--- src/include/tama_consts.svh ---
// Shared constants for the pet CPU timing shell.
// Include wherever a divider reload, width or bridge address is needed.

`ifndef TAMA_CONSTS_SVH
`define TAMA_CONSTS_SVH

////////////////////////////////////////////////////////////
// cpu clock divider reloads
`define TAMA_DIV_W          12
`define TAMA_BASE_DIV       3600
`define TAMA_DIV_4X         900
`define TAMA_DIV_50X        72

// soft reset length in system cycles, kept short for simulation
`define TAMA_RESET_DELAY    16
// dbl ticks held in reset after a save-state load
`define TAMA_SS_RESET_TICKS 3'd4

////////////////////////////////////////////////////////////
// program rom
`define TAMA_ROM_AW         13
`define TAMA_ROM_DEPTH      8192
`define TAMA_ROM_DW         16
`define TAMA_ROM_QW         12
`define TAMA_SLOT_W         16

// mono audio sample, buzzer fills the low bits
`define TAMA_AUDIO_W        15
`define TAMA_AUDIO_LEVEL_W  13

////////////////////////////////////////////////////////////
// host bridge
`define TAMA_BRIDGE_W       32
`define TAMA_ADDR_RESET     32'h0000_0000
`define TAMA_ADDR_SOUND     32'h0000_0010
`define TAMA_ADDR_TURBO     32'h0000_0100
`define TAMA_ADDR_CANCEL    32'h0000_0104

`endif

--- src/logic/core_pkg.sv ---
// CPU side types: turbo speed, the clock-enable pair and the
// program ROM load bundle. Referenced by scoped name only.

`include "tama_consts.svh"

package core_pkg;

  // speed code as written over the bridge
  typedef enum logic [1:0] {
    TURBO_1X   = 2'd0,
    TURBO_4X   = 2'd1,
    TURBO_50X  = 2'd2,
    // divider reload of 1, as fast as the divider runs
    TURBO_FULL = 2'd3
  } turbo_e;

  ////////////////////////////////////////////////////////////
  // cpu enables, dbl runs at twice the base rate
  typedef struct packed {
    logic base;
    logic dbl;
  } clk_en_t;

  // one rom word from the data slot loader
  typedef struct packed {
    logic                     en;
    logic [`TAMA_SLOT_W-1:0]  slot_id;
    logic [`TAMA_ROM_AW-1:0]  word_addr;
    logic [`TAMA_ROM_DW-1:0]  data;
  } rom_load_t;

endpackage

--- src/logic/clock_enable_gen.sv ---
// CPU clock-enable divider.
// A reloadable down-counter gives the base enable at zero and an
// extra dbl enable at the latched half point.

`timescale 1ns/1ps
`include "tama_consts.svh"

module clock_enable_gen (
  input  logic              clk_sys_117_964,
  input  logic              reset_turbo_s,
  input  core_pkg::turbo_e  turbo,
  output core_pkg::clk_en_t clk_en
);

  logic [`TAMA_DIV_W-1:0] div_cnt;
  logic [`TAMA_DIV_W-1:0] div_half;
  logic [`TAMA_DIV_W-1:0] reload;

  // reload picked by the current speed
  always_comb begin
    case (turbo)
      core_pkg::TURBO_1X:  reload = `TAMA_DIV_W'(`TAMA_BASE_DIV);
      core_pkg::TURBO_4X:  reload = `TAMA_DIV_W'(`TAMA_DIV_4X);
      core_pkg::TURBO_50X: reload = `TAMA_DIV_W'(`TAMA_DIV_50X);
      default:             reload = `TAMA_DIV_W'(1);
    endcase
  end

  ////////////////////////////////////////////////////////////
  // divider
  always_ff @(posedge clk_sys_117_964) begin
    if (reset_turbo_s) begin
      div_cnt  <= `TAMA_DIV_W'(`TAMA_BASE_DIV);
      div_half <= `TAMA_DIV_W'(`TAMA_BASE_DIV / 2);
      clk_en   <= '0;
    end else begin
      clk_en <= '0;
      if (div_cnt == '0) begin
        div_cnt <= reload;
        // half point latched with the reload so a speed change
        // mid-period cannot drop or double a dbl tick
        div_half <= (reload == `TAMA_DIV_W'(1)) ? `TAMA_DIV_W'(1) : (reload >> 1);
        clk_en.base <= 1'b1;
        clk_en.dbl  <= 1'b1;
      end else begin
        div_cnt <= div_cnt - 1'b1;
        if (div_cnt == div_half) begin
          clk_en.dbl <= 1'b1;
        end
      end
    end
  end

  assert property (@(posedge clk_sys_117_964) disable iff (reset_turbo_s)
    clk_en.base |-> clk_en.dbl)
    else $error("base enable without dbl enable");

endmodule

--- config.mk ---
export PLATFORM = sky130hd
export DESIGN_NAME = clock_enable_gen
export DESIGN_NICKNAME = d
export VERILOG_FILES = /design/src/logic/core_pkg.sv /design/src/logic/clock_enable_gen.sv
export VERILOG_INCLUDE_DIRS = /design/src /design/src/include
export SDC_FILE = /design/constraint.sdc
export NUM_CORES = 1
export LEC_CHECK = 0
export BUFFER_PORTS_ARGS = -buffer_cell sky130_fd_sc_hd__buf_2
export CAP_MARGIN = 20
export CORE_MARGIN = 1
export CORE_UTILIZATION = 40
export CTS_CLUSTER_DIAMETER = 60
export CTS_CLUSTER_SIZE = 30
export DETAILED_ROUTE_END_ITERATION = 6
export PLACE_DENSITY = 0.6
export RECOVER_POWER = 100
export SLEW_MARGIN = 10
export SYNTH_ARGS = -nofsm -noshare
export SYNTH_HDL_FRONTEND = slang
export SYNTH_SLANG_ARGS = --single-unit
--- constraint.sdc ---
create_clock -name clk_sys_117_964 -period 1.49 [get_ports clk_sys_117_964]
set_input_delay 0.447 -clock clk_sys_117_964 [delete_from_list [all_inputs] [get_ports clk_sys_117_964]]
set_output_delay 0.447 -clock clk_sys_117_964 [all_outputs]
set_load 0.01 [all_outputs]
==> results.cfg <==
[synth]
synth_fp_nets = 115
syn-cell-area_um2 = 991.0
synth_ff_type = dfxtp_1
ys_ff_latch = 19
ys_seq_area_share_pct = 38.38
yosys_warnings = 0
synth_cell_type_count = 41
syn-mean-instance-area_um2 = 9.091
async_reset_ff_share_pct = 0
synth_edf_count = 0
synth_cells = 109

[sta]
period_minus_slack_ps = 1552
setup_viol = 9
hold_viol = 0
post-route-period-util_pct = 104.2
max_freq_mhz = 644.4
setup_tns_ps = -307.5
max_slew_margin_pct = 78.77
skew_ps = 3.954
rsz0062_at_grt = true
worst_slack_ps = -61.90
final_max_slew_viol_count = 0
hold_ws_ps = 415.6
worst_pin_slew_ps = 317.3

[clocking]
cts_made_buffers = 3
cts.sinks = 19
clk-insertion-delay-late_ps = 300
clk_pin_slew_ps = 110
ctsHoldBuffers = 0
clockBufferDepth = 2
clockRootBuffer = clkbuf_4
cts_tree = built
htree_levels = 1

[global_route]
grt_pass1_vias = 832
grt_max_degree = 15
overflow = 0
grtUsageMet1_pct = 24.24
antenna_found_initial = 0
gr-usage-met2_pct = 34.63
grt_pass1_wl_um = 3753
met3_usage_pct = 1.754
grt_usage_pct = 19.82
gr-max-usage-layer = met2

[die]
initial_core_util_pct = 43.54
pin_count = 6
core-area_um2 = 2276
die_h_um = 51.78
fp.dieW_um = 51.78
rows = 17
fp.dieArea_um2 = 2681

[worst_setup_path]
critPathRequiredTime_ps = 1700
crit_path_top_delay_cell = dfxtp_4
slowest_delay_ps = 370
crit_buf_inv = 1
cp-end-kind = flip-flop
crit_chain = inv_4 -> ha_4 -> nor4b_4 -> and4_4 -> mux2i_1 -> nor2_1
arrival_ps = 1760
crit_fanout = 6
crit_type = reg -> reg
cp_top_family = simple AND/OR/NAND/NOR gates
critical_path.startpoint_type = flip-flop

[pwr]
p_leak_uw = 0.0005134
peakVddDrop_mv = 0.6091
power.density_nw_per_um2 = 975.2
power_uw = 1260

[layout]
area_growth_syn_to_layout_pct = 30.43
final_common_cell = buf_4
n_antenna_cell = 0
layout.nets = 141
drive_gt1_share_pct = 38.06
fin_util_pct = 56.79
finalInstanceArea_um2 = 1292
final_cell_mix = buf_4, dfxtp_1, nand2_1

[min_path]
min_path_type = in -> reg

[place]
port_buffers = 5
hpwlAfterDp_um = 1790
postPlaceCellArea_um2 = 1166
gp_congestion = 0.8720

[route]
vias = 905
firstDrtPassIters = 4
drt-total-wl_um = 2395
drc = 0
drt_iter0_drc = 30
routedWlPerCell_um = 14.78
vias_per_cell = 5.586
drtAntennaViolNets = 0

[run]
maxCapViolations = 0

[run_status]
outcome = finished with violations
violations = setup timing
-- where the power goes --
| group | internal [uW] | switching, uW |
|---|---|---|
| clock | 104 | 160 |
| sequential | 548 | 65.2 |
| combinational | 194 | 188 |
-- flip-flops by register name, indices dropped and copies added (netlist names) --
name	flops
div_half	5
div_cnt	12
clk_en	2
-- layer usage --
metal  routed length [um]  vias up
met5                    0        -
met4                   31        0
met3                  129        4
met2                 1171       22
met1                 1063      430
li1                     -      449
-- layout make-up --
type | count | area (um2)
Clock buffer | 4 | 26.28
Fill cell | 196 | 983.4
Inverter | 4 | 20.02
Multi-Input combinational cell | 81 | 636.9
Sequential cell | 19 | 386.6
Tap cell | 28 | 35.03
Timing Repair Buffer | 26 | 187.7
-- worst paths after layout --
check	startpoint	endpoint	slack, ps	cells after the start
setup / recovery	div_cnt[1]	div_half[7]	-60	6
hold / removal	turbo[0]	div_cnt[0]	420	3
setup reg to reg	div_cnt[1]	div_half[7]	-60	6
hold reg to reg	div_half[9]	div_half[9]	470	2
-- Yosys cell counts (2+ instances only) --
cell type	instances	area share (%)
a21oi_1	8	4.0
nor4_1	2	1.3
nand2_1	11	4.2
nand3_1	7	3.5
xnor2_1	5	4.4
nor2_1	9	3.4
xor2_1	2	1.8
mux2i_1	3	3.0
inv_1	4	1.5
o21ai_0	2	1.0
buf_6	3	3.4
nand4_1	3	1.9
ha_1	2	2.5
nor3_1	3	1.5
dfxtp_1	19	38
-- cell families (layout without fill, tap and decap cells) --
logic type | Yosys count | in the layout | synth area share [%]
simple gates | 48 | 48 | 29.80
flops | 19 | 19 | 38.38
buf+inv | 9 | 34 | 5.807
fa+ha+maj | 2 | 2 | 2.525
mux | 3 | 3 | 3.030
compound gates | 21 | 21 | 14.27
xor+xnor | 7 | 7 | 6.187
-- worst register-to-register path: cells and delay by family, from the launching register on --
family / cells / cell delay (ps)
simple gates: 3 / 670
flops: 1 / 370
mux: 1 / 210
fa+ha+maj: 1 / 130
buf+inv: 1 / 70
-- through the flow --
step / cells / setup slack, ps
finish: 162 / -61.90
detailed placement: 155 / -82.30
floorplan: 109 / 9.134
global route: 162 / -130.3
global placement: 155 / -84.36
CTS: 162 / -35.43
-- repair_timing --
item                                   in CTS  in global routing
pin swaps                                   3                  4
endpoints found under the hold margin       0                  0
gates resized for setup                    13                  7
setup buffers                               3                  0
setup endpoints to repair                  16                 16
Note: power is estimated with default switching activity, not from simulation.
