===== config.mk =====
export PLATFORM = sky130hd
export DESIGN_NAME = settings_regs
export DESIGN_NICKNAME = d
export VERILOG_FILES = /design/src/logic/bridge_pkg.sv /design/src/logic/core_pkg.sv /design/src/logic/settings_regs.sv
export VERILOG_INCLUDE_DIRS = /design/src /design/src/include
export SDC_FILE = /design/constraint.sdc
export NUM_CORES = 1
export LEC_CHECK = 0
export ABC_AREA = 1
export BUFFER_PORTS_ARGS = -buffer_cell sky130_fd_sc_hd__buf_2
export CORE_ASPECT_RATIO = 1.2
export CORE_MARGIN = 2
export CORE_UTILIZATION = 49
export DETAILED_ROUTE_END_ITERATION = 8
export PLACE_DENSITY = 0.87
export SYNTH_ARGS = -nofsm -noshare
export SYNTH_HDL_FRONTEND = slang
export SYNTH_SLANG_ARGS = --single-unit

===== constraint.sdc =====
create_clock -name clk_sys_117_964 -period 3.78 [get_ports clk_sys_117_964]
set_input_delay 0 -clock clk_sys_117_964 [delete_from_list [all_inputs] [get_ports clk_sys_117_964]]
set_output_delay 0 -clock clk_sys_117_964 [all_outputs]
set_load 0.01 [all_outputs]

===== src/include/tama_consts.svh =====
// Shared constants for the pet CPU timing shell.
// Include wherever a divider reload, width or bridge address is needed.

`ifndef TAMA_CONSTS_SVH
`define TAMA_CONSTS_SVH

////////////////////////////////////////////////////////////
// cpu clock divider reloads
`define TAMA_DIV_W          12
`define TAMA_BASE_DIV       3600
`define TAMA_DIV_4X         900
`define TAMA_DIV_50X        72

// soft reset length in system cycles, kept short for simulation
`define TAMA_RESET_DELAY    16
// dbl ticks held in reset after a save-state load
`define TAMA_SS_RESET_TICKS 3'd4

////////////////////////////////////////////////////////////
// program rom
`define TAMA_ROM_AW         13
`define TAMA_ROM_DEPTH      8192
`define TAMA_ROM_DW         16
`define TAMA_ROM_QW         12
`define TAMA_SLOT_W         16

// mono audio sample, buzzer fills the low bits
`define TAMA_AUDIO_W        15
`define TAMA_AUDIO_LEVEL_W  13

////////////////////////////////////////////////////////////
// host bridge
`define TAMA_BRIDGE_W       32
`define TAMA_ADDR_RESET     32'h0000_0000
`define TAMA_ADDR_SOUND     32'h0000_0010
`define TAMA_ADDR_TURBO     32'h0000_0100
`define TAMA_ADDR_CANCEL    32'h0000_0104

`endif


===== src/logic/bridge_pkg.sv =====
// Host bridge types: the write request bundle and the settings
// register map. Referenced by scoped name from the settings block
// and the top level.

`include "tama_consts.svh"

package bridge_pkg;

  // one write strobe with address and data, no back-pressure
  typedef struct packed {
    logic                      wr;
    logic [`TAMA_BRIDGE_W-1:0] addr;
    logic [`TAMA_BRIDGE_W-1:0] wr_data;
  } bridge_req_t;

  ////////////////////////////////////////////////////////////
  // settings register addresses
  typedef enum logic [`TAMA_BRIDGE_W-1:0] {
    // soft reset trigger, any data
    REG_RESET  = `TAMA_ADDR_RESET,
    // bit 0 mutes the buzzer
    REG_SOUND  = `TAMA_ADDR_SOUND,
    // bits 1:0 select the speed, readable
    REG_TURBO  = `TAMA_ADDR_TURBO,
    // bit 0 drops turbo when the buzzer sounds
    REG_CANCEL = `TAMA_ADDR_CANCEL
  } bridge_reg_e;

endpackage


===== src/logic/core_pkg.sv =====
// CPU side types: turbo speed, the clock-enable pair and the
// program ROM load bundle. Referenced by scoped name only.

`include "tama_consts.svh"

package core_pkg;

  // speed code as written over the bridge
  typedef enum logic [1:0] {
    TURBO_1X   = 2'd0,
    TURBO_4X   = 2'd1,
    TURBO_50X  = 2'd2,
    // divider reload of 1, as fast as the divider runs
    TURBO_FULL = 2'd3
  } turbo_e;

  ////////////////////////////////////////////////////////////
  // cpu enables, dbl runs at twice the base rate
  typedef struct packed {
    logic base;
    logic dbl;
  } clk_en_t;

  // one rom word from the data slot loader
  typedef struct packed {
    logic                     en;
    logic [`TAMA_SLOT_W-1:0]  slot_id;
    logic [`TAMA_ROM_AW-1:0]  word_addr;
    logic [`TAMA_ROM_DW-1:0]  data;
  } rom_load_t;

endpackage


===== src/logic/settings_regs.sv =====
// Bridge-written settings bank for the pet core.
// Holds sound, turbo and cancel bits, runs the soft reset countdown
// and forms the mono audio sample from the buzzer.

`timescale 1ns/1ps
`include "tama_consts.svh"

module settings_regs (
  input  logic                      clk_sys_117_964,
  input  logic                      reset_turbo_s,
  input  bridge_pkg::bridge_req_t   bridge_req,
  input  logic [`TAMA_BRIDGE_W-1:0] bridge_rd_addr,
  output logic [`TAMA_BRIDGE_W-1:0] bridge_rd_data,
  input  logic                      buzzer,
  output core_pkg::turbo_e          turbo,
  output logic                      soft_reset,
  output logic [`TAMA_AUDIO_W-1:0]  audio_sample
);

  logic [`TAMA_BRIDGE_W-1:0] reset_cnt;
  logic                      sound_off;
  logic                      cancel_on_buzz;

  ////////////////////////////////////////////////////////////
  // register writes and countdown
  always_ff @(posedge clk_sys_117_964) begin
    if (reset_turbo_s) begin
      reset_cnt      <= '0;
      sound_off      <= 1'b0;
      turbo          <= core_pkg::TURBO_1X;
      cancel_on_buzz <= 1'b0;
    end else begin
      if (reset_cnt != '0) begin
        reset_cnt <= reset_cnt - 1'b1;
      end
      if (bridge_req.wr) begin
        case (bridge_req.addr)
          bridge_pkg::REG_RESET:  reset_cnt <= `TAMA_RESET_DELAY;
          bridge_pkg::REG_SOUND:  sound_off <= bridge_req.wr_data[0];
          bridge_pkg::REG_TURBO:  turbo <= core_pkg::turbo_e'(bridge_req.wr_data[1:0]);
          bridge_pkg::REG_CANCEL: cancel_on_buzz <= bridge_req.wr_data[0];
          default: ;
        endcase
      end
      // buzzer event wins over a turbo write in the same cycle
      if (cancel_on_buzz && buzzer) begin
        turbo <= core_pkg::TURBO_1X;
      end
    end
  end

  assign soft_reset = (reset_cnt != '0);

  // only the turbo setting reads back
  always_comb begin
    case (bridge_rd_addr)
      bridge_pkg::REG_TURBO: bridge_rd_data = {{(`TAMA_BRIDGE_W-2){1'b0}}, turbo};
      default:               bridge_rd_data = '0;
    endcase
  end

  ////////////////////////////////////////////////////////////
  // audio sample, square wave straight from the buzzer
  always_ff @(posedge clk_sys_117_964) begin
    if (reset_turbo_s || sound_off) begin
      audio_sample <= '0;
    end else begin
      audio_sample <= {{(`TAMA_AUDIO_W-`TAMA_AUDIO_LEVEL_W){1'b0}},
                       {`TAMA_AUDIO_LEVEL_W{buzzer}}};
    end
  end

  // countdown only ever loads the delay and counts down from it
  assert property (@(posedge clk_sys_117_964) disable iff (reset_turbo_s)
    reset_cnt <= `TAMA_RESET_DELAY)
    else $error("soft reset countdown above its load value");

endmodule


==> flow_summary.json <==
{
  "wire_per_inst_um": 11.3,
  "root_buffer": "clkbuf_8",
  "cp-end-kind": "flop",
  "post-route-period-util_pct": 46.7,
  "initial_core_util_pct": 50.5,
  "swShare_pct": 54.9,
  "synth_cell_types": 27,
  "setup_viol": 0,
  "synth_area_sq_um": 2820,
  "post_cts_resized": 0,
  "core_area_sq_um": 5590,
  "drv_cap": 0,
  "dieArea_sq_um": 6390,
  "die_w_um": 73.3,
  "post_cts_buffers": 0,
  "fin_util_pct": 57.0,
  "area_growth_pct": 12.9,
  "max_freq_ghz": 0.567,
  "syn_avg_cell_area_sq_um": 5.97,
  "final_cell_mix": "nor2_1, nand2_1, buf_2",
  "pin_count": 150,
  "grt_pass1_vias": 2529,
  "finalCriticalPeriod_ns": 1.76,
  "finish.net_count": 653,
  "htree_levels": 2,
  "clock_path_buffers": 2,
  "ir_worst_vdd_mv": 0.420,
  "clk_pin_slew_ns": 0.07,
  "critical_path_required_ns": 3.95,
  "synth-seq-cells": 37,
  "vias_per_cell": 4.78,
  "antenna_found_initial": 0,
  "whs_ns": 0.0267,
  "port_buffers": 87,
  "clock_latency_ns": 0.29,
  "rows": 30,
  "seqPwrFrac_pct": 22.9,
  "power_frac_comb_pct": 68.5,
  "dp_hpwl_um": 5710,
  "seq_area_frac_synth_pct": 26.2,
  "async_reset_ff_share_pct": 0,
  "vias": 2949,
  "synth-edff-count": 0,
  "cp_max_fo": 22,
  "final.setup.tns_ns": 0,
  "power.density_nw_per_um2": 981,
  "cts_inserted_buffers": 5,
  "p_leak_nw": 1.71,
  "skew_ns": 0.00235,
  "grt_use_total_pct": 22.3,
  "gp_congestion": 0.965,
  "finalPower_w": 0.00313,
  "n_antenna_cell": 0,
  "clock-sinks": 37,
  "grt_overflow": 0,
  "postCtsHoldBufs": 3,
  "worstPathArrival_ns": 1.94,
  "maxSlewViolCount": 0,
  "internal_power_w": 0.00141,
  "drive_gt1_share_pct": 21.0,
  "syn_inst": 473,
  "drtIter0Drc": 143,
  "layout_commonest_cell": "nor2_1",
  "ant_nets": 0,
  "cp-start-kind": "flop",
  "fillCellCount": 521,
  "post-place-ws_ns": 2.03,
  "dr.pass1.iters": 5,
  "timing_hold_violations_final": 0,
  "wirelength_um": 7000,
  "setup_ws_ns": 2.02,
  "ys.flop_type": "dfxtp_1",
  "grt_pass1_wl_um": 10900,
  "cts_tree": "done",
  "drc": 0,
  "power_frac_clock_pct": 8.6,
  "min_path_type": "input pin to flop",
  "p_sw_w": 0.00172,
  "rsz0062_at_grt": "false",
  "dieHeight_um": 87.1,
  "grt_max_degree": 26,
  "synth_warnings": 0,
  "crit_type": "flop to flop",
  "status": "finished clean"
}
-- state kept, by name, summed over array words and instances, names as in the netlist --
signal / count
sound_off: 1
cancel_on_buzz: 1
audio_sample: 1
reset_cnt: 32
turbo: 2
-- area by class of cell --
cell class | instances | area (sq um) | area share (%)
clock buffers | 6 | 72.6 | 2.28
clock inverters | 2 | 10.0 | 0.314
inverters | 53 | 199 | 6.24
multi-input cells | 365 | 1620 | 50.8
flip-flops and latches | 37 | 741 | 23.2
well taps | 64 | 80.1 | 2.51
repair buffers | 90 | 465 | 14.6
-- power by group through the flow --
stage	clock, W	sequential, W	combinational [W]
6_report	0.000270	0.000716	0.00214
5_1_grt	0.000286	0.000732	0.00245
4_1_cts	0.000273	0.000710	0.00212
3_5_place_dp	0	0.000717	0.00211
3_3_place_gp	0	0.000711	0.00205
2_1_floorplan	0	0.000668	0.00179
-- worst max-delay path, cell delays in order (launching register included) --
cell     delay [ns]
dfxtp_1        0.31
inv_1          0.09
ha_1           0.27
nand2_2        0.10
nor2_4         0.21
nand2_2        0.10
nor2_4         0.17
inv_2          0.21
nor2_1         0.14
nor3_1         0.06
-- cell usage after synthesis (2+ instances only) --
| master | n | area [sq um] |
|---|---|---|
| buf_6 | 3 | 33.8 |
| xor2_1 | 5 | 43.8 |
| buf_4 | 45 | 338 |
| nand3b_1 | 3 | 22.5 |
| nand4_1 | 3 | 18.8 |
| nor4_1 | 9 | 56.3 |
| nor3_1 | 8 | 40.0 |
| nand2_1 | 117 | 439 |
| xnor2_1 | 8 | 70.1 |
| inv_1 | 47 | 176 |
| clkinv_1 | 2 | 7.51 |
| nor2_4 | 3 | 33.8 |
| dfxtp_1 | 37 | 741 |
| nand3_2 | 2 | 20.0 |
| inv_2 | 4 | 15.0 |
| nand2_2 | 3 | 18.8 |
| o21ai_0 | 10 | 50.1 |
| nor2_2 | 9 | 56.3 |
| nor2_1 | 120 | 450 |
| nand3_1 | 22 | 110 |
| a21oi_1 | 7 | 35.0 |
-- cells by family (layout without fill, tap and decap cells) --
logic type	after synthesis	after routing	synth area share [%]
XOR/XNOR	13	13	4.03
AO/OA/AOI/OAI	18	18	3.19
buffers and inverters	102	151	20.5
flip-flops	37	37	26.2
other	1	32	0.133
AND/OR/NAND/NOR	301	301	45.5
adder cells (fa/ha/maj)	1	1	0.443
-- per-stage QoR --
step / instance area, sq um / cells
finish: 3190 / 617
global route: 3190 / 617
CTS: 3190 / 617
detailed placement: 3080 / 606
global placement: 3080 / 606
floorplan: 2940 / 504
-- routing by layer --
layer	wire length (um)	part of all wire, %	track usage, %
met1	2630	38	23.2
met2	3770	54	43.7
met3	433	6.2	2.89
met4	166	2.4	8.75
met5	0	0	0
-- path summary, 6_finish.rpt --
check | slack, ns | cells after the start | from | endpoint
max | 2.02 | 9 | reset_cnt[0]$_SDFF_PP0_ | reset_cnt[0]$_SDFF_PP0_
min | 0.03 | 3 | bridge_req[1] | turbo[1]$_SDFFE_PP0P_
max reg2reg | 2.02 | 9 | reset_cnt[0]$_SDFF_PP0_ | reset_cnt[0]$_SDFF_PP0_
min reg2reg | 0.43 | 1 | sound_off$_SDFFE_PP0P_ | audio_sample[0]$_SDFF_PP0_
Power figures use the tool's default switching activity.
