`src/include/tama_consts.svh`:
```
// Shared constants for the pet CPU timing shell.
// Include wherever a divider reload, width or bridge address is needed.

`ifndef TAMA_CONSTS_SVH
`define TAMA_CONSTS_SVH

////////////////////////////////////////////////////////////
// cpu clock divider reloads
`define TAMA_DIV_W          12
`define TAMA_BASE_DIV       3600
`define TAMA_DIV_4X         900
`define TAMA_DIV_50X        72

// soft reset length in system cycles, kept short for simulation
`define TAMA_RESET_DELAY    16
// dbl ticks held in reset after a save-state load
`define TAMA_SS_RESET_TICKS 3'd4

////////////////////////////////////////////////////////////
// program rom
`define TAMA_ROM_AW         13
`define TAMA_ROM_DEPTH      8192
`define TAMA_ROM_DW         16
`define TAMA_ROM_QW         12
`define TAMA_SLOT_W         16

// mono audio sample, buzzer fills the low bits
`define TAMA_AUDIO_W        15
`define TAMA_AUDIO_LEVEL_W  13

////////////////////////////////////////////////////////////
// host bridge
`define TAMA_BRIDGE_W       32
`define TAMA_ADDR_RESET     32'h0000_0000
`define TAMA_ADDR_SOUND     32'h0000_0010
`define TAMA_ADDR_TURBO     32'h0000_0100
`define TAMA_ADDR_CANCEL    32'h0000_0104

`endif

```
`src/logic/core_pkg.sv`:
```
// CPU side types: turbo speed, the clock-enable pair and the
// program ROM load bundle. Referenced by scoped name only.

`include "tama_consts.svh"

package core_pkg;

  // speed code as written over the bridge
  typedef enum logic [1:0] {
    TURBO_1X   = 2'd0,
    TURBO_4X   = 2'd1,
    TURBO_50X  = 2'd2,
    // divider reload of 1, as fast as the divider runs
    TURBO_FULL = 2'd3
  } turbo_e;

  ////////////////////////////////////////////////////////////
  // cpu enables, dbl runs at twice the base rate
  typedef struct packed {
    logic base;
    logic dbl;
  } clk_en_t;

  // one rom word from the data slot loader
  typedef struct packed {
    logic                     en;
    logic [`TAMA_SLOT_W-1:0]  slot_id;
    logic [`TAMA_ROM_AW-1:0]  word_addr;
    logic [`TAMA_ROM_DW-1:0]  data;
  } rom_load_t;

endpackage

```
`src/logic/cpu_run_ctrl.sv`:
```
// CPU run control.
// Merges the reset sources, holds reset for a few dbl ticks after a
// save-state load and blocks the enables while halted.

`timescale 1ns/1ps
`include "tama_consts.svh"

module cpu_run_ctrl (
  input  logic              clk_sys_117_964,
  input  logic              reset_turbo_s,
  input  core_pkg::clk_en_t clk_en,
  input  logic              soft_reset,
  input  logic              ss_begin_reset,
  input  logic              ss_halt,
  output core_pkg::clk_en_t cpu_clk_en,
  output logic              cpu_reset
);

  logic [2:0] ss_cnt;

  // save-state reset tick counter
  always_ff @(posedge clk_sys_117_964) begin
    if (reset_turbo_s) begin
      ss_cnt <= '0;
    end else if (ss_begin_reset) begin
      ss_cnt <= `TAMA_SS_RESET_TICKS;
    end else if (ss_cnt != '0 && clk_en.dbl) begin
      // counts the divider ticks, halt does not stop it
      ss_cnt <= ss_cnt - 1'b1;
    end
  end

  ////////////////////////////////////////////////////////////
  // outputs to the cpu
  assign cpu_clk_en.base = clk_en.base & ~ss_halt;
  assign cpu_clk_en.dbl  = clk_en.dbl & ~ss_halt;

  assign cpu_reset = soft_reset | (ss_cnt != '0) | reset_turbo_s;

  assert property (@(posedge clk_sys_117_964) disable iff (reset_turbo_s)
    ss_cnt <= `TAMA_SS_RESET_TICKS)
    else $error("save-state reset counter out of range");

endmodule

```
`config.mk`:
```
export PLATFORM = sky130hd
export DESIGN_NAME = cpu_run_ctrl
export DESIGN_NICKNAME = d
export VERILOG_FILES = /design/src/logic/core_pkg.sv /design/src/logic/cpu_run_ctrl.sv
export VERILOG_INCLUDE_DIRS = /design/src /design/src/include
export SDC_FILE = /design/constraint.sdc
export NUM_CORES = 1
export LEC_CHECK = 0
export ABC_AREA = 0
export BUFFER_PORTS_ARGS = -buffer_cell sky130_fd_sc_hd__buf_4
export CORE_AREA = 2 2 39 41
export CTS_CLUSTER_SIZE = 10
export DETAILED_ROUTE_END_ITERATION = 10
export DIE_AREA = 0 0 41 43
export PLACE_DENSITY = 0.45
export SLEW_MARGIN = 25
export SYNTH_ARGS = -nofsm -noshare
export SYNTH_HDL_FRONTEND = slang
export SYNTH_SLANG_ARGS = --single-unit
```
`constraint.sdc`:
```
create_clock -name clk_sys_117_964 -period 2.4 [get_ports clk_sys_117_964]
set_clock_uncertainty 0.15 [all_clocks]
set_input_delay 0.36 -clock clk_sys_117_964 [delete_from_list [all_inputs] [get_ports clk_sys_117_964]]
set_output_delay 0.36 -clock clk_sys_117_964 [all_outputs]
set_load 0.005 [all_outputs]
```
==> results of run 1 <==
[cells in the mapped netlist]
| cell type | instances |
|---|---|
| a211oi_2 | 1 |
| a21o_1 | 1 |
| a21oi_1 | 1 |
| a311oi_1 | 1 |
| and3_2 | 1 |
| and4b_1 | 1 |
| dfxtp_1 | 3 |
| ha_1 | 2 |
| inv_1 | 2 |
| nand2b_4 | 1 |
| nand3_1 | 1 |
| nor2b_1 | 2 |
| nor3_1 | 1 |
| nor4_2 | 1 |
| or3_1 | 1 |
[critical path, stage by stage (launching register included)]
cell      delay, ns
dfxtp_1        0.29
inv_1          0.11
ha_1           0.21
nand2b_4       0.08
or3_1          0.30
buf_4          0.14
[power by group through the flow]
stage,Sequential (mW),Clock [mW],Combinational [mW]
after detailed placement,0.0556,0,0.0373
after CTS,0.0548,0.0945,0.0373
final,0.0550,0.0875,0.0368
after global routing,0.0551,0.0968,0.0410
after floorplan,0.0553,0,0.0196
after global placement,0.0558,0,0.0365
[final timing paths]
check	from	to	slack (ns)	cells past startpoint
max	ss_cnt[0]	cpu_reset	0.53	5
min	ss_begin_reset	ss_cnt[0]	0.17	2
max reg2reg	ss_cnt[0]	ss_cnt[2]	1.10	5
min reg2reg	ss_cnt[1]	ss_cnt[1]	0.40	2
[cell families (layout without fill, tap and decap cells)]
logic type | after synthesis | count (layout) | share of synthesized area
AND/OR/NAND/NOR | 9 | 9 | 0.365
buffers and inverters | 2 | 15 | 0.0377
adder cells (fa/ha/maj) | 2 | 2 | 0.126
AO/OA/AOI/OAI | 4 | 4 | 0.170
flip-flops | 3 | 3 | 0.302
[per-layer routing]
| layer | track usage | up-vias |
|---|---|---|
| met1 | 0.0607 | 78 |
| met3 | 0.0157 | 0 |
| li1 | - | 101 |
| met4 | 0.0800 | 0 |
| met5 | 0 | - |
| met2 | 0.0875 | 10 |
[area by class of cell]
cell class              count  area share
repair buffers              9       0.216
flip-flops and latches      3       0.192
inverters                   2      0.0240
multi-input cells          15       0.420
clock buffers               4      0.0840
well taps                  16      0.0640
[per-stage QoR]
| stage | instances | instance area, um2 | total power [mW] | utilization |
|---|---|---|---|---|
| finish | 49 | 313 | 0.179 | 0.226 |
| global route | 49 | 313 | 0.193 | 0.226 |
| CTS | 49 | 313 | 0.187 | 0.226 |
| detailed placement | 45 | 287 | 0.0929 | 0.207 |
| global placement | 45 | 287 | 0.0923 | 0.207 |
| floorplan | 20 | 199 | 0.0749 | - |
==> impl_metrics.json, run 1 <==
{
  "status": "completed",
  "path_class": "register to primary output",
  "yosys_warnings": 0,
  "period_needed_ns": 1.87,
  "max_slew_margin": 0.861,
  "cts_resized": 0,
  "multiInputGateArea_um2": 131,
  "yosys-top-cells-area": "dfxtp_1, ha_1, nand2b_4",
  "whs_ns": 0.170,
  "die-area_mm2": 0.00176,
  "wl_met3_um": 69,
  "wire_per_inst_um": 8.84,
  "final_cell_mix": "buf_4, clkbuf_4, dfxtp_1",
  "nNetsFinal": 43,
  "top_layer_used": "met3",
  "insertedDiodeCount": 0,
  "seq_power_share": 0.306,
  "ios": 10,
  "grt_pass1_wl_um": 690,
  "ys_seq_elements": 3,
  "coreArea_mm2": 0.00138,
  "grt_max_degree": 8,
  "fin_setup_tns_ns": 0,
  "syn-num-nets": 29,
  "p_comb_frac": 0.206,
  "firstDrtPassIters": 2,
  "cts-hold-fix-buffers": 0,
  "endpoint_kind": "primary output",
  "seq_area_frac_synth": 0.302,
  "grt_pass1_vias": 191,
  "io_buffer_count": 9,
  "max-clock-path-buffers": 2,
  "crit_required_ns": 1.89,
  "row_count": 14,
  "swShare": 0.240,
  "drt_iter0_markers": 1,
  "cts_buffers": 3,
  "gp_congestion": 0.697,
  "p_clk_frac": 0.488,
  "synth_top_area_cell": "dfxtp_1",
  "vias": 189,
  "grt_util_all_layers": 0.0621,
  "top_register": "ss_cnt",
  "p_int_uw": 136,
  "syn_inst": 20,
  "vdd_drop_max_mv": 0.215,
  "cap_viol_max_count": 0,
  "worst_pin_slew_ns": 0.207,
  "rsz0062_at_grt": "false",
  "post_cts_buffers": 0,
  "drc": 0,
  "setup_viol": 0,
  "largest_reg_flops": 3,
  "n_fill_cell": 153,
  "fin_ws_ns": 0.528,
  "synth_area_um2": 199,
  "period_share": 0.780,
  "seq_area_um2": 60.1,
  "cts_sinks": 3,
  "met2_length_um": 191,
  "area_delta_synth_final_pct": 57.2,
  "floorplan.initialDensity": 0.144,
  "gr-total-overflow": 0,
  "final_common_cell": "buf_4",
  "worstHoldPathType": "primary input to register",
  "wl_met1_um": 172,
  "htreeDepth": 1,
  "place_ws_ns": 0.763,
  "cp.arrival_ns": 1.36,
  "reg_top3": "ss_cnt (3)",
  "clock-root-buffer": "clkbuf_4",
  "finalHoldViolCount": 0,
  "wirelength_um": 433,
  "antenna_found_initial": 0,
  "yosys.area.top_type_share": 0.302,
  "worstPathMaxFanout": 6,
  "avgViaCountPerCell": 3.86,
  "die_x_um": 41,
  "clk_pin_slew_ns": 0.04,
  "drive_gt1_frac": 0.485,
  "powerDensity_mw_per_mm2": 573,
  "startpoint_type": "register",
  "fmax_mhz": 534,
  "post-dp-hpwl_um": 337,
  "ant_nets": 0,
  "ys_types": 15,
  "cts_tree": "yes",
  "switchingPower_uw": 43.1,
  "clock_latency_ns": 0.23,
  "slew_violations": 0,
  "syn_area_per_cell_um2": 9.95,
  "leakage_nw": 0.134,
  "die_h_um": 43
}
Power figures use the tool's default switching activity.
==> run 2, diff against run 1 <==
- clock period: 2.4 -> 1.9 ns (I/O delays scaled with it)
==> run 2 against run 1 <==
  * Via count decreased by 1.1%
  * Clock-buffer cell count unchanged
  * Sequential share of layout area unchanged
  * Final cell count unchanged
  * Sequential cell count unchanged
  * Worst setup slack got worse by 0.42 ns
  * Critical path type unchanged
  * Largest cell class unchanged
==> impl_metrics.json, run 2 (synthesis results as in run 1) <==
{
  "fmax_mhz": 558,
  "endpoint_kind": "primary output",
  "drt_iter0_markers": 2,
  "area_delta_synth_final_pct": 57.2,
  "fin_ws_ns": 0.109,
  "total_power_uw": 225,
  "drive_gt1_frac": 0.485,
  "grt_pass1_vias": 185,
  "worstHoldPathType": "primary input to register",
  "io_buffer_count": 9,
  "grt_max_degree": 8,
  "final_common_cell": "buf_4",
  "crit_required_ns": 1.46,
  "insertedDiodeCount": 0,
  "antenna_found_initial": 0,
  "wirelength_um": 446,
  "period_needed_ns": 1.79,
  "seq_power_share": 0.309,
  "utilization": 0.226,
  "cts_resized": 0,
  "p_int_uw": 172,
  "ant_nets": 0,
  "placedCellCount": 45,
  "hp-start": "ss_begin_reset",
  "cts_tree": "yes",
  "gp_congestion": 0.680,
  "slew_violations": 0,
  "grt_pass1_wl_um": 641,
  "reg2reg_to": "ss_cnt[2]",
  "cts_sinks": 3,
  "clk_pin_slew_ns": 0.03,
  "path_class": "register to primary output",
  "clock_latency_ns": 0.23,
  "switchingPower_uw": 53.1,
  "row_count": 14,
  "gr-total-overflow": 0,
  "max_slew_margin": 0.851,
  "max-clock-path-buffers": 2,
  "firstDrtPassIters": 2,
  "fin_setup_tns_ns": 0,
  "place_area_um2": 287,
  "status": "completed",
  "top_register": "ss_cnt",
  "swShare": 0.236,
  "reg_top3": "ss_cnt (3)",
  "leakage_nw": 0.134,
  "cts_buffers": 3,
  "vdd_drop_max_mv": 0.170,
  "worst_pin_slew_ns": 0.222,
  "die_x_um": 41,
  "whs_ns": 0.0941,
  "drc": 0,
  "die_h_um": 43,
  "instances_no_fill": 49,
  "powerDensity_mw_per_mm2": 720,
  "r2r_start": "ss_cnt[0]",
  "p_comb_frac": 0.208,
  "ios": 10,
  "vias": 187,
  "cap_viol_max_count": 0,
  "post_cts_buffers": 0,
  "htreeDepth": 1,
  "rsz0062_at_grt": "false",
  "largest_reg_flops": 3,
  "worstPathMaxFanout": 6,
  "coreArea_mm2": 0.00138,
  "avgViaCountPerCell": 3.82,
  "postLayoutCellArea_um2": 313,
  "die-area_mm2": 0.00176,
  "reg2reg_setup_slack_ns": 0.60,
  "p_clk_frac": 0.483,
  "wire_per_inst_um": 9.10,
  "grt_util_all_layers": 0.0601,
  "finalHoldViolCount": 0,
  "nNetsFinal": 43,
  "floorplan.initialDensity": 0.144,
  "period_share": 0.942,
  "cts-hold-fix-buffers": 0,
  "setup_viol": 0,
  "place_ws_ns": 0.339,
  "hold_end": "ss_cnt[0]",
  "hold_depth": 2,
  "final_cell_mix": "buf_4, clkbuf_4, dfxtp_1",
  "ff2ff_path_depth": 5,
  "clock-root-buffer": "clkbuf_4",
  "cp.arrival_ns": 1.36,
  "startpoint_type": "register"
}
## run 2: worst max-delay path by stage
stage	start	end	cells after the start
floorplan	ss_cnt[0]	cpu_reset	4
global placement	ss_cnt[0]	cpu_reset	5
detailed placement	ss_cnt[0]	cpu_reset	5
CTS	ss_cnt[0]	cpu_reset	5
global route	ss_cnt[0]	cpu_reset	5
finish	ss_cnt[0]	cpu_reset	5
## run 2: power by group through the flow
| stage | clock (mW) | sequential [mW] | combinational, mW |
|---|---|---|---|
| after floorplan | 0 | 0.0699 | 0.0247 |
| after global placement | 0 | 0.0704 | 0.0460 |
| after detailed placement | 0 | 0.0705 | 0.0472 |
| after CTS | 0.116 | 0.0695 | 0.0475 |
| after global routing | 0.116 | 0.0698 | 0.0515 |
| final | 0.109 | 0.0695 | 0.0469 |
## run 2: cell type report
| type | instances | area, um2 |
|---|---|---|
| Clock buffer | 4 | 26.3 |
| Fill cell | 162 | 1070 |
| Inverter | 2 | 7.51 |
| Multi-Input combinational cell | 15 | 131 |
| Sequential cell | 3 | 60.1 |
| Tap cell | 16 | 20.0 |
| Timing Repair Buffer | 9 | 67.6 |
## run 2: metal layers
layer  track usage  vias up  wire length, um
met4        0.0800        0                0
met3        0.0157        0               67
met1        0.0671       78              179
met5             0        -                0
li1              -       99                -
met2        0.0750       10              199
## run 2: critical path, stage by stage, from the launching register on
cell      delay [ns]
dfxtp_1         0.29
inv_1           0.10
ha_1            0.21
nand2b_4        0.08
or3_1           0.31
buf_4           0.14
==> run 3, diff against run 2 <==
- clock period: 1.9 -> 2 ns (I/O delays scaled with it)
==> run 3 against run 2 <==
  * Final area did not move
  * Wire length down 3.4%
  * Largest cell class unchanged
  * Register-to-register slack improved by 0.12 ns
  * Die area unchanged
  * Highest routed layer unchanged
  * Sequential share of layout area stayed put
  * Via count is 2.1% higher
  * Core utilization stayed put
  * Sequential cell count unchanged
  * Clock-buffer cell count is the same
  * Sequential power down 5.0%
  * Critical path depth unchanged
==> impl_metrics.json, run 3 (synthesis results as in run 1) <==
{
  "final_cell_mix": "buf_4, clkbuf_4, dfxtp_1",
  "fmax_mhz": 559,
  "vias": 191,
  "die_x_um": 41,
  "hp-start": "ss_begin_reset",
  "clock_latency_ns": 0.23,
  "cts-hold-fix-buffers": 0,
  "io_buffer_count": 9,
  "postLayoutCellArea_um2": 313,
  "setup_viol": 0,
  "largest_reg_flops": 3,
  "clock-root-buffer": "clkbuf_4",
  "drive_gt1_frac": 0.485,
  "worstHoldPathType": "primary input to register",
  "worst_pin_slew_ns": 0.206,
  "gr-total-overflow": 0,
  "coreArea_mm2": 0.00138,
  "hold_end": "ss_cnt[0]",
  "vdd_drop_max_mv": 0.181,
  "post_cts_buffers": 0,
  "path_class": "register to primary output",
  "fin_setup_tns_ns": 0,
  "place_area_um2": 287,
  "startpoint": "ss_cnt[0]",
  "ant_nets": 0,
  "worstPathMaxFanout": 6,
  "grt_max_degree": 8,
  "antenna_found_initial": 0,
  "place_ws_ns": 0.451,
  "insertedDiodeCount": 0,
  "drc": 0,
  "cap_viol_max_count": 0,
  "endpoint_kind": "primary output",
  "powerDensity_mw_per_mm2": 685,
  "max-clock-path-buffers": 2,
  "cts_tree": "yes",
  "die-area_mm2": 0.00176,
  "cts_buffers": 3,
  "grt_pass1_wl_um": 627,
  "fin_ws_ns": 0.211,
  "period_needed_ns": 1.79,
  "wire_per_inst_um": 8.80,
  "n_fill_cell": 158,
  "area_delta_synth_final_pct": 57.2,
  "cts_sinks": 3,
  "ff2ff_path_depth": 5,
  "period_share": 0.895,
  "floorplan.initialDensity": 0.144,
  "cp.arrival_ns": 1.34,
  "grt_pass1_vias": 192,
  "whs_ns": 0.109,
  "rsz0062_at_grt": "false",
  "reg2reg_setup_slack_ns": 0.72,
  "r2r_start": "ss_cnt[0]",
  "row_count": 14,
  "startpoint_type": "register",
  "slew_violations": 0,
  "crit_required_ns": 1.55,
  "hold_depth": 2,
  "final_common_cell": "buf_4",
  "status": "completed",
  "drt_iter0_markers": 3,
  "firstDrtPassIters": 2,
  "wirelength_um": 431,
  "clk_pin_slew_ns": 0.04,
  "reg_top3": "ss_cnt (3)",
  "top_register": "ss_cnt",
  "post-dp-hpwl_um": 339,
  "avgViaCountPerCell": 3.90,
  "die_h_um": 43,
  "max_slew_margin": 0.862,
  "nNetsFinal": 43,
  "finalHoldViolCount": 0,
  "gp_congestion": 0.676,
  "grt_util_all_layers": 0.0582,
  "leakage_nw": 0.134,
  "reg2reg_to": "ss_cnt[2]",
  "cts_resized": 0,
  "htreeDepth": 1,
  "ios": 10
}
## run 3: cell counts in the layout (fill, tap and decap cells not counted)
No cell type changed its count.
## run 3: power breakdown
group          switching [mW]  internal, mW  leakage, nW
Sequential            0.00197        0.0640       0.0247
Clock                  0.0292        0.0746       0.0150
Combinational          0.0196        0.0250       0.0944
## run 3: stage by stage
step                      power (mW)  std cells  utilization
final                          0.214         49        0.226
after global routing           0.227         49        0.226
after CTS                      0.223         49        0.226
after detailed placement       0.112         45        0.207
after global placement         0.111         45        0.207
after floorplan               0.0899         20            -
## run 3: layout make-up
cell class	instances	area (um2)	area share
sequential	3	60.1	0.192
timing repair buffer	9	67.6	0.216
inverter	2	7.51	0.0240
multi-input combinational	15	131	0.420
tap	16	20.0	0.0640
clock buffer	4	26.3	0.0840
## run 3: how the worst max path moves through the flow
stage	endpoint	slack (ns)	cells past startpoint
after floorplan	cpu_reset	0.60	4
after global placement	cpu_reset	0.46	5
after detailed placement	cpu_reset	0.45	5
after CTS	cpu_reset	0.19	5
after global routing	cpu_reset	0.14	5
final	cpu_reset	0.21	5
## run 3: metal layers
layer  wire length, um  GRT usage  vias to the layer above
met2               192     0.0875                       10
li1                  -          -                      100
met5                 0          0                        -
met1               169     0.0449                       81
met3                69     0.0209                        0
met4                 0     0.0800                        0
## run 3: worst max-delay path: stages, from the launching register on
cell and delay, ns:
dfxtp_1 0.29, inv_1 0.10, ha_1 0.20, nand2b_4 0.08, or3_1 0.30, buf_4 0.14
